## src/hw/key_store.sv

```systemverilog
`timescale 1ns/100ps

module key_store #(
        parameter int addr_width = 4,
        parameter int data_width = 128
) (
        input  logic                  clk,
        input  logic                  we,
        input  logic [addr_width-1:0] waddr,
        input  logic [addr_width-1:0] raddr,
        input  logic [data_width-1:0] wdata,
        output logic [data_width-1:0] rdata
);

        logic [data_width-1:0] mem [2**addr_width];

        always_ff @(posedge clk) begin
                if (we)
                        mem[waddr] <= wdata;
                rdata <= mem[raddr];
        end

endmodule

```

## config.mk

```make
export PLATFORM = sky130hd
export DESIGN_NAME = key_store
export DESIGN_NICKNAME = d
export VERILOG_FILES = /design/src/hw/key_store.sv
export SDC_FILE = /design/constraint.sdc
export NUM_CORES = 1
export LEC_CHECK = 0
export BUFFER_PORTS_ARGS = -buffer_cell sky130_fd_sc_hd__buf_2
export CAP_MARGIN = 40
export CORE_AREA = 4 4 520 522
export CTS_BUF_LIST = sky130_fd_sc_hd__clkbuf_8
export CTS_CLUSTER_DIAMETER = 100
export DETAILED_ROUTE_END_ITERATION = 10
export DIE_AREA = 0 0 524 526
export PLACE_DENSITY_LB_ADDON = 0.15
export SYNTH_ARGS = -nofsm -noshare
export SYNTH_HDL_FRONTEND = slang
export SYNTH_SLANG_ARGS = --single-unit
```

## constraint.sdc

```tcl
create_clock -name clk -period 14 [get_ports clk]
set_clock_uncertainty 0.05 [all_clocks]
set_input_delay 2.1 -clock clk [delete_from_list [all_inputs] [get_ports clk]]
set_output_delay 2.1 -clock clk [all_outputs]
set_load 0.05 [all_outputs]
```

==> flow_summary_export.csv <==
group,metric,value,unit
run_status,status,"finished clean",
critical_path,endpoint_kind,"flop",
sta,setup_violations,0,
sta,finalMaxSlewViolations,0,
cts,numCtsBuffers,389,
finish,syn_to_final_growth,17.6,%
cts,post_cts_buffers,0,
floorplan,num_io_pins,266,
placement,gp_congestion,0.670,
global_routing,grt_max_degree,143,
cts,cts.repair.resized,0,
synthesis,yosys_warnings,0,
global_routing,grt_overflow,0,
route,wirelength,215,mm
cts,cts_tree,"done",
global_routing,grt_use_total,15.4,%
sta,rsz0062_at_grt,"false",
min_path,hold_class,"reg -> reg",
global_routing,grt_pass1_vias,40600,
sta,worst_slew_pin_slew,1.04,ns
synthesis,synth.net_count,3495,
synthesis,yosys_register_bits,2176,
critical_path,required,14.81,ns
route,via_per_inst,4.78,
critical_path,r2r_cells,3,
route,ant_nets,0,
critical_path,cp.arrival,5.74,ns
global_routing,antenna_found_initial,63,
min_path,hold_end,"rdata[47]",
route,dr_total_vias,37400,
cts,postCtsHoldBufs,0,
finish,drive_gt1_share,33.9,%
floorplan,coreArea,265000,um^2
critical_path,r2r_start,"mem[6][61]",
power_and_ir_drop,cellLeakagePower,30.2,nW
min_path,hold_start,"mem[6][47]",
route,first_pass_iters,5,
floorplan,die_x,524,um
sta,fin_crit_sh,35.2,%
min_path,worstHoldPathCells,3,
critical_path,r2r_setup_slack,12.37,ns
floorplan,rows,189,
critical_path,cp-start-kind,"primary input",
route,drtIter0Drc,2719,
sta,holdWs,0.590,ns
finish,fillers,24600,
sta,slew_headroom,30.6,%
sta,min_period,4.93,ns
synthesis,synth.avg_cell_area,23.7,um^2
route,wl_per_cell,27.5,um
floorplan,die-area,276000,um^2
sta,clock.fmax,203,MHz
placement,portBuffers,265,
synthesis,syn_inst,3357,
synthesis,synth-seq-area-share,80.6,%
sta,setup-tns-final,0,ns
synthesis,synth_area,79400,um^2
cts,clock_sinks,2176,
cts,clock_path_buffers,4,
synthesis,ys_types,25,
global_routing,grt_pass1_wl,305,mm
floorplan,start_util,30.0,%
run,drv_cap,0,
sta,finalHoldViolCount,0,
cts,clk_latency,0.96,ns
critical_path,crit_fanout,76,
power_and_ir_drop,peakVddDrop,72.3,uV
power_and_ir_drop,p_per_area,148,nW/um^2
cts,clock-root-buffer,"clkbuf_8",
cts,cts.clk_slew.worst_paths,0.06,ns
critical_path,r2r-end,"rdata[61]",
route,drcViolationCount,0,
critical_path,crit_type,"in -> reg",
cts,htreeDepth,5,
floorplan,dieHeight,526,um
finish,fin_nets,4086,
placement,place.detailed.hpwl,108,mm
==> flip-flops by register name, summed over array words and instances (netlist names) <==
name / cells
mem: 2048
rdata: 128
==> report_power, final <==
| part | switching [mW] | internal, mW | total, mW | leakage, nW |
|---|---|---|---|---|
| Sequential | 0.0515 | 7.29 | 7.34 | 19.6 |
| Clock | 2.64 | 3.02 | 5.66 | 4.32 |
| Combinational | 0.546 | 0.266 | 0.812 | 6.33 |
==> through the flow <==
step	std cells	setup WS [ns]	total power, mW	util, %	cell area (um^2)
finish	7820	9.07	13.8	35.2	93400
global route	7809	8.73	14.4	35.2	93400
CTS	7804	9.00	14.1	35.2	93400
detailed placement	7089	7.90	8.31	32.4	85900
global placement	7061	7.77	8.29	32.2	85300
floorplan	3357	1.92	7.97	-	79400
==> cell type report <==
| class | instances | area [um^2] | share of cell area, % |
|---|---|---|---|
| Antenna cell | 15 | 37.5 | 0.0402 |
| Sequential cell | 2176 | 64100 | 68.6 |
| Clock buffer | 432 | 5950 | 6.36 |
| Multi-Input combinational cell | 1005 | 14700 | 15.7 |
| Clock inverter | 283 | 1510 | 1.62 |
| Timing Repair Buffer | 376 | 2770 | 2.97 |
| Tap cell | 3533 | 4420 | 4.73 |
==> cell usage in the layout, fill, tap and decap left out, drive strengths merged, types with 23 or more instances in the layout <==
| cell | instances |
|---|---|
| buf | 376 |
| nor2b | 29 |
| o221ai | 23 |
| mux2i | 24 |
| mux4 | 477 |
| a22oi | 215 |
| nand2 | 95 |
| clkinv | 122 |
| edfxtp | 2048 |
| dfxtp | 128 |
| clkbuf | 432 |
| inv | 144 |
| mux2 | 64 |
==> worst max-delay path: stages <==
cell and delay (ns):
buf_8 0.51, buf_4 0.64, buf_12 0.55, buf_4 0.58, buf_12 0.30, mux4_2 0.53
a22oi_1 0.23, nand2_1 0.09
==> cell usage after synthesis <==
master | instances | area [um^2]
o221ai_1 | 23 | 201
nand3_1 | 1 | 5.00
o21ai_0 | 17 | 85.1
mux4_2 | 477 | 10700
buf_4 | 12 | 90.1
nor2b_1 | 29 | 181
a221oi_1 | 12 | 105
or3b_2 | 1 | 8.76
dfxtp_1 | 128 | 2560
buf_2 | 86 | 430
mux2i_1 | 24 | 240
o22a_1 | 6 | 52.6
mux2_2 | 64 | 721
clkbuf_1 | 65 | 244
nor3_1 | 4 | 20.0
nor2_1 | 15 | 56.3
nand3b_1 | 2 | 15.0
buf_1 | 7 | 26.3
edfxtp_1 | 2048 | 61500
nand2_1 | 95 | 357
or2_2 | 1 | 6.26
and2_1 | 3 | 18.8
a22oi_1 | 215 | 1610
nand2b_1 | 16 | 100
buf_6 | 6 | 67.6
==> how the worst max path moves through the flow <==
stage                   from    endpoint  slack [ns]  depth (start not counted)
floorplan           waddr[2]   mem[0][0]        1.92                          2
global placement    raddr[0]  rdata[123]        7.77                          7
detailed placement  raddr[0]  rdata[117]        7.90                          8
CTS                 raddr[0]  rdata[122]        9.00                          8
global route        raddr[0]  rdata[123]        8.73                          8
finish              raddr[0]  rdata[117]        9.07                          8
==> cell families after synthesis <==
| logic type | after synthesis | share of synthesized area, % |
|---|---|---|
| AOI/OAI and AO/OA | 273 | 2.59 |
| and+or+nand+nor | 167 | 0.967 |
| muxes | 565 | 14.7 |
| buffers and inverters | 176 | 1.08 |
| DFF | 2176 | 80.6 |
==> per-layer routing <==
metal | wire length, um | share of wire, % | global-route usage, % | vias to the layer above
li1 | - | - | - | 15600
met1 | 94000 | 44 | 21.0 | 20300
met2 | 104000 | 49 | 25.0 | 1019
met3 | 11300 | 5.2 | 3.20 | 402
met4 | 5200 | 2.4 | 4.25 | 16
met5 | 116 | 0.054 | 0 | -
No activity file was read; power rests on OpenSTA's default activity.
