===== config.mk =====
export PLATFORM = sky130hd
export DESIGN_NAME = key_expander
export DESIGN_NICKNAME = d
export VERILOG_FILES = /design/src/hw/aes_pkg.sv /design/src/hw/key_expander.sv
export SDC_FILE = /design/constraint.sdc
export NUM_CORES = 2
export LEC_CHECK = 0
export ABC_CLOCK_PERIOD_IN_PS = 14700
export BUFFER_PORTS_ARGS = -buffer_cell sky130_fd_sc_hd__buf_2
export CAP_MARGIN = 10
export CORE_MARGIN = 4
export CORE_UTILIZATION = 40
export DETAILED_ROUTE_END_ITERATION = 7
export PLACE_DENSITY = 0.58
export SLEW_MARGIN = 25
export SYNTH_ARGS = -nofsm -noshare
export SYNTH_HDL_FRONTEND = slang
export SYNTH_SLANG_ARGS = --single-unit

===== constraint.sdc =====
create_clock -name clk -period 14.7 [get_ports clk]
set_input_delay 0 -clock clk [delete_from_list [all_inputs] [get_ports clk]]
set_output_delay 0 -clock clk [all_outputs]
set_load 0.01 [all_outputs]

===== src/hw/aes_pkg.sv =====
package aes_pkg;

        localparam int blk_s   = 128;
        localparam int key_s   = 128;
        localparam int nr      = 10;
        localparam int round_w = 4;

        // Byte 0 is the most significant byte, column-major as in FIPS-197
        typedef logic [blk_s-1:0]   blk_t;
        typedef logic [round_w-1:0] round_t;

        function automatic logic [7:0] get_byte(blk_t s, int i);
                return s[blk_s-1-8*i -: 8];
        endfunction

        function automatic logic [7:0] rotl8(logic [7:0] b, int n);
                return (b << n) | (b >> (8 - n));
        endfunction

        function automatic logic [7:0] xtime(logic [7:0] b);
                return {b[6:0], 1'b0} ^ (b[7] ? 8'h1b : 8'h00);
        endfunction

        function automatic logic [7:0] gmul(logic [7:0] a, logic [7:0] b);
                logic [7:0] p;
                logic [7:0] x;
                p = 8'h00;
                x = a;
                for (int i = 0; i < 8; i++) begin
                        if (b[i])
                                p = p ^ x;
                        x = xtime(x);
                end
                return p;
        endfunction

        // a^254 by repeated squaring, zero maps to zero
        function automatic logic [7:0] gf_inv(logic [7:0] a);
                logic [7:0] acc;
                logic [7:0] sq;
                acc = 8'h01;
                sq = a;
                for (int i = 1; i < 8; i++) begin
                        sq = gmul(sq, sq);
                        acc = gmul(acc, sq);
                end
                return acc;
        endfunction

        function automatic logic [7:0] sub_byte(logic [7:0] b);
                logic [7:0] y;
                y = gf_inv(b);
                return y ^ rotl8(y, 1) ^ rotl8(y, 2) ^ rotl8(y, 3) ^ rotl8(y, 4) ^ 8'h63;
        endfunction

        function automatic logic [7:0] inv_sub_byte(logic [7:0] b);
                return gf_inv(rotl8(b, 1) ^ rotl8(b, 3) ^ rotl8(b, 6) ^ 8'h05);
        endfunction

        function automatic blk_t sub_bytes(blk_t s);
                blk_t r;
                for (int i = 0; i < 16; i++)
                        r[blk_s-1-8*i -: 8] = sub_byte(get_byte(s, i));
                return r;
        endfunction

        function automatic blk_t inv_sub_bytes(blk_t s);
                blk_t r;
                for (int i = 0; i < 16; i++)
                        r[blk_s-1-8*i -: 8] = inv_sub_byte(get_byte(s, i));
                return r;
        endfunction

        // Row r rotates left by r columns
        function automatic blk_t shift_rows(blk_t s);
                blk_t r;
                for (int c = 0; c < 4; c++)
                        for (int row = 0; row < 4; row++)
                                r[blk_s-1-8*(4*c+row) -: 8] = get_byte(s, 4*((c+row)%4) + row);
                return r;
        endfunction

        function automatic blk_t inv_shift_rows(blk_t s);
                blk_t r;
                for (int c = 0; c < 4; c++)
                        for (int row = 0; row < 4; row++)
                                r[blk_s-1-8*(4*c+row) -: 8] =
                                        get_byte(s, 4*((c-row+4)%4) + row);
                return r;
        endfunction

        function automatic blk_t mix_columns(blk_t s);
                blk_t r;
                logic [7:0] a [4];
                for (int c = 0; c < 4; c++) begin
                        for (int row = 0; row < 4; row++)
                                a[row] = get_byte(s, 4*c + row);
                        for (int row = 0; row < 4; row++)
                                r[blk_s-1-8*(4*c+row) -: 8] =
                                        xtime(a[row]) ^ xtime(a[(row+1)%4]) ^ a[(row+1)%4] ^
                                        a[(row+2)%4] ^ a[(row+3)%4];
                end
                return r;
        endfunction

        function automatic blk_t inv_mix_columns(blk_t s);
                blk_t r;
                logic [7:0] a [4];
                for (int c = 0; c < 4; c++) begin
                        for (int row = 0; row < 4; row++)
                                a[row] = get_byte(s, 4*c + row);
                        for (int row = 0; row < 4; row++)
                                r[blk_s-1-8*(4*c+row) -: 8] =
                                        gmul(a[row], 8'h0e) ^ gmul(a[(row+1)%4], 8'h0b) ^
                                        gmul(a[(row+2)%4], 8'h0d) ^ gmul(a[(row+3)%4], 8'h09);
                end
                return r;
        endfunction

        function automatic logic [31:0] sub_word(logic [31:0] w);
                return {sub_byte(w[31:24]), sub_byte(w[23:16]),
                        sub_byte(w[15:8]), sub_byte(w[7:0])};
        endfunction

        function automatic logic [31:0] rot_word(logic [31:0] w);
                return {w[23:0], w[31:24]};
        endfunction

        // Round constant for round 1 to nr, placed in the top byte
        function automatic logic [31:0] rcon(round_t r);
                logic [7:0] rc;
                rc = 8'h01;
                for (int i = 2; i <= nr; i++)
                        if (i <= r)
                                rc = xtime(rc);
                return {rc, 24'h000000};
        endfunction

endpackage


===== src/hw/key_expander.sv =====
`timescale 1ns/100ps

module key_expander import aes_pkg::*; #(
        parameter int rounds = 10
) (
        input  logic   clk,
        input  logic   rst_n,
        input  logic   start,
        input  blk_t   key,
        output logic   we,
        output round_t round_no,
        output blk_t   round_key,
        output logic   done
);

        localparam int nk = key_s / 32;

        logic [31:0] w [nk];
        logic [31:0] nw [nk];
        logic [31:0] t;
        blk_t        next_key;
        logic        tail;

        // Next round key from the one being written now
        always_comb begin
                for (int i = 0; i < nk; i++)
                        w[i] = round_key[key_s-1-32*i -: 32];
                t = sub_word(rot_word(w[nk-1])) ^ rcon(round_t'(round_no + 1'b1));
                nw[0] = w[0] ^ t;
                for (int i = 1; i < nk; i++)
                        nw[i] = w[i] ^ nw[i-1];
                for (int i = 0; i < nk; i++)
                        next_key[key_s-1-32*i -: 32] = nw[i];
        end

        always_ff @(posedge clk) begin
                if (!rst_n) begin
                        we       <= 1'b0;
                        round_no <= '0;
                        tail     <= 1'b0;
                        done     <= 1'b0;
                end else begin
                        done <= tail;
                        tail <= 1'b0;
                        if (start) begin
                                we       <= 1'b1;
                                round_no <= '0;
                        end else if (we) begin
                                // Last key goes out on this edge
                                if (round_no == round_t'(rounds)) begin
                                        we   <= 1'b0;
                                        tail <= 1'b1;
                                end else begin
                                        round_no <= round_no + 1'b1;
                                end
                        end
                end
        end

        always_ff @(posedge clk) begin
                if (start)
                        round_key <= key;
                else if (we)
                        round_key <= next_key;
        end

endmodule


==> metrics <==
Final setup viols 0; worst hold stages 4; pin count of the biggest net entering global routing 66; syn_nets 8,612; Hold Crit Class in2reg; period utilisation layout 0.9850; top_reg_cell synth edfxtp_1; Worst Setup Path Type reg2reg; WL/cell 20.38 µm; GR Util All Layers 0.2587; Initial Utilization 0.4018; Die Span Y 414.8 µm; CP Launch Type flop; CP Data Required Time roughly 15 ns; total routed wirelength 239,900 µm; row count 149; Mapped Cells approximately 8,500; GPL Wtd Cong 0.9774; Post-synth EDFFs 128; worst slew pin tran 1.034 ns; Buf/Inv on CP 8; residual DRC count 0; TritonCTS buffer count 17; CP Capture Type flop; Core ar. 164,800 µm²; hold path startpoint key[51]; critical path depth in cells 56; vias between 60,000 and 70,000; clock root buffer clkbuf_16; Yosys top cell area share 0.1923; vias in the first global route between 60,000 and 70,000; RR Startpoint round_key[21]$_DFFE_PP_; Tmin final 14.48 ns; initial antenna violation count 4; Post-DRT Antenna Nets 0; r2r setup slk approximately 0.22 ns; clk slew on worst S/H paths 0.08 ns; cell area after layout about 84,000 µm²; Final Hold Vio Count 0; Worst Path Max Fanout 7; status finished clean; Reg area between 3000 and 4000 µm²; Final Non-Filler Cells ~12,000; initial drt markers 5,630; RSZ-0062 raised after global routing true; H-tree depth 4; I/O Buffers 264; largest cells by area after synthesis xnor2_1, xnor3_1, nor2_1; top-count cell post-synth xnor2_1; Mean Syn Cell Area 7.829 µm²; highest clock rate 69.06 MHz; die extent in x 414.8 µm; CTS sink cnt 135; post-synthesis sequential area ratio 0.06017; slowest stage delay, CP 0.58 ns; Max Cap Viol 0; Clk Latency, worst-skew pair 0.50 ns; placed inst area 76,010 µm²; Clock Path Buffers 2; synth cell count leaders xnor2_1, nor2_1, nand2_1; synthesized area 66,210 µm²; fin. max-slew vios 0; r2r worst-path depth 56; Ys Warns 0; CTS tree yes; Slew HR 0.3057; dominant cell type by area after synthesis xnor2_1; post-synthesis cell type count approximately 140; delay-heaviest family, CP compound AO/OA/AOI/OAI gates; # IOs about 270; Yosys reg bits around 140; r2r endpoint round_key[25]$_DFFE_PP_; Inst Count DP 11,338; CP arrival 14.72 ns; area grow syn2layout 27.35%; Via density 5.685; Clock Skews 0.02126 ns; Max stage delay cell, worst path or4_1; CP dominant cell by count buf_6; grt total ovfl 0; first-pass GRT wire length between 300,000 and 400,000 µm; Detail Placement HPWL 181,400 µm; die area 172,100 µm²; fill cell count 15,588; Nets approximately 10,000; area occupied by multi-input gates about 64,000 µm²; Min-Delay Endpoint round_key[51]$_DFFE_PP_; TritonRoute pass-1 iters 6; layout cell share with drive strength beyond 1 0.2716; Post-synth ARST share 0
## per-layer routing
metal / share of wire / up-vias / GRT usage
met3: 0.051 / 534 / 0.01551
met4: 0.061 / 0 / 0.1401
met1: 0.42 / 32183 / 0.3349
met5: 0 / - / 0
met2: 0.47 / 2497 / 0.4322
li1: - / 31717 / -
## how the worst max path moves through the flow
stage / from / to / slack, ns
3_5_place_dp: round_key[23]$_DFFE_PP_ / round_key[25]$_DFFE_PP_ / -0.83
4_1_cts: round_key[8]$_DFFE_PP_ / round_key[18]$_DFFE_PP_ / 0.004
5_1_grt: round_key[21]$_DFFE_PP_ / round_key[25]$_DFFE_PP_ / -0.24
2_1_floorplan: round_key[31]$_DFFE_PP_ / round_key[68]$_DFFE_PP_ / 0.008
3_3_place_gp: round_key[16]$_DFFE_PP_ / round_key[25]$_DFFE_PP_ / -0.72
6_report: round_key[21]$_DFFE_PP_ / round_key[25]$_DFFE_PP_ / 0.22
## final cells by class
| class | count | area share |
|---|---|---|
| Antenna cell | 3 | 0.00008903 |
| Inverter | 94 | 0.004229 |
| Timing Repair Buffer | 1670 | 0.1542 |
| Clock buffer | 18 | 0.005090 |
| Clock inverter | 14 | 0.002537 |
| Tap cell | 2189 | 0.03248 |
| Multi-Input combinational cell | 7650 | 0.7541 |
| Sequential cell | 135 | 0.04725 |
## worst min-delay path: cells and delay by family
kind	cells	cell delay [ns]
buffers and inverters	2	0.25
AO/OA/AOI/OAI	1	0.11
AND/OR/NAND/NOR	1	0.05
## what timing repair did
item / CTS / global route
setup endpoints to repair: 79 / 128
cloned: 0 / 3
pin swaps: 42 / 250
gates resized for setup: 117 / 611
hold buffers: 123 / 0
setup buffers: 28 / 247
hold endpoints to repair: 129 / 0
## placed cells by master (no fill, tap or decap), types with 35 or more instances in the layout
cell type	instances
nor3_1	215
o21ai_1	68
mux2i_1	204
buf_4	1189
xnor3_2	137
o211ai_1	65
or3_1	44
buf_6	37
buf_12	46
xnor2_1	1248
buf_2	264
xor2_1	419
a21oi_1	432
a22oi_1	55
xnor2_4	65
a31oi_1	77
mux2_2	77
xnor2_2	257
and3_1	48
dlygate4sd3_1	123
and2_1	48
xor2_2	99
o221ai_1	35
inv_1	66
nor2b_1	45
nand2b_1	50
nor2_1	1153
edfxtp_1	128
xor3_1	38
o22ai_1	97
o21ai_0	362
nand2_1	863
nand3_1	192
xnor3_1	267
a211oi_1	76
## registers in the layout (all words and copies together), names as in the netlist
signal     cells
round_key    128
round_no       4
done           1
tail           1
we             1
## metrics by stage
| step | setup WS [ns] | hold WS (ns) | util | setup TNS [ns] |
|---|---|---|---|---|
| finish | 0.2205 | 0.01815 | 0.5116 | 0 |
| global route | -0.2399 | 0.04537 | 0.5116 | -2.211 |
| CTS | 0.003714 | 0.01298 | 0.4783 | 0 |
| detailed placement | -0.8290 | 0.2552 | 0.4612 | -26.33 |
| global placement | -0.7207 | 0.2514 | 0.4611 | -18.83 |
| floorplan | 0.008461 | 0.1178 | - | 0 |
## kinds of logic (layout without fill, tap and decap cells)
family          after synthesis  count (layout)  synth area share
flops                       135             135           0.06017
simple gates               2945            2945            0.1964
compound gates             1785            1785            0.1781
buf+inv                     672            1796           0.04688
mux                         307             307           0.04881
fa+ha+maj                    27              27          0.004989
other cells                   0               3                 0
xor+xnor                   2586            2586            0.4647
Power is not shown: default switching activity piles up to over one toggle a cycle in this logic, so the estimate is an artifact.
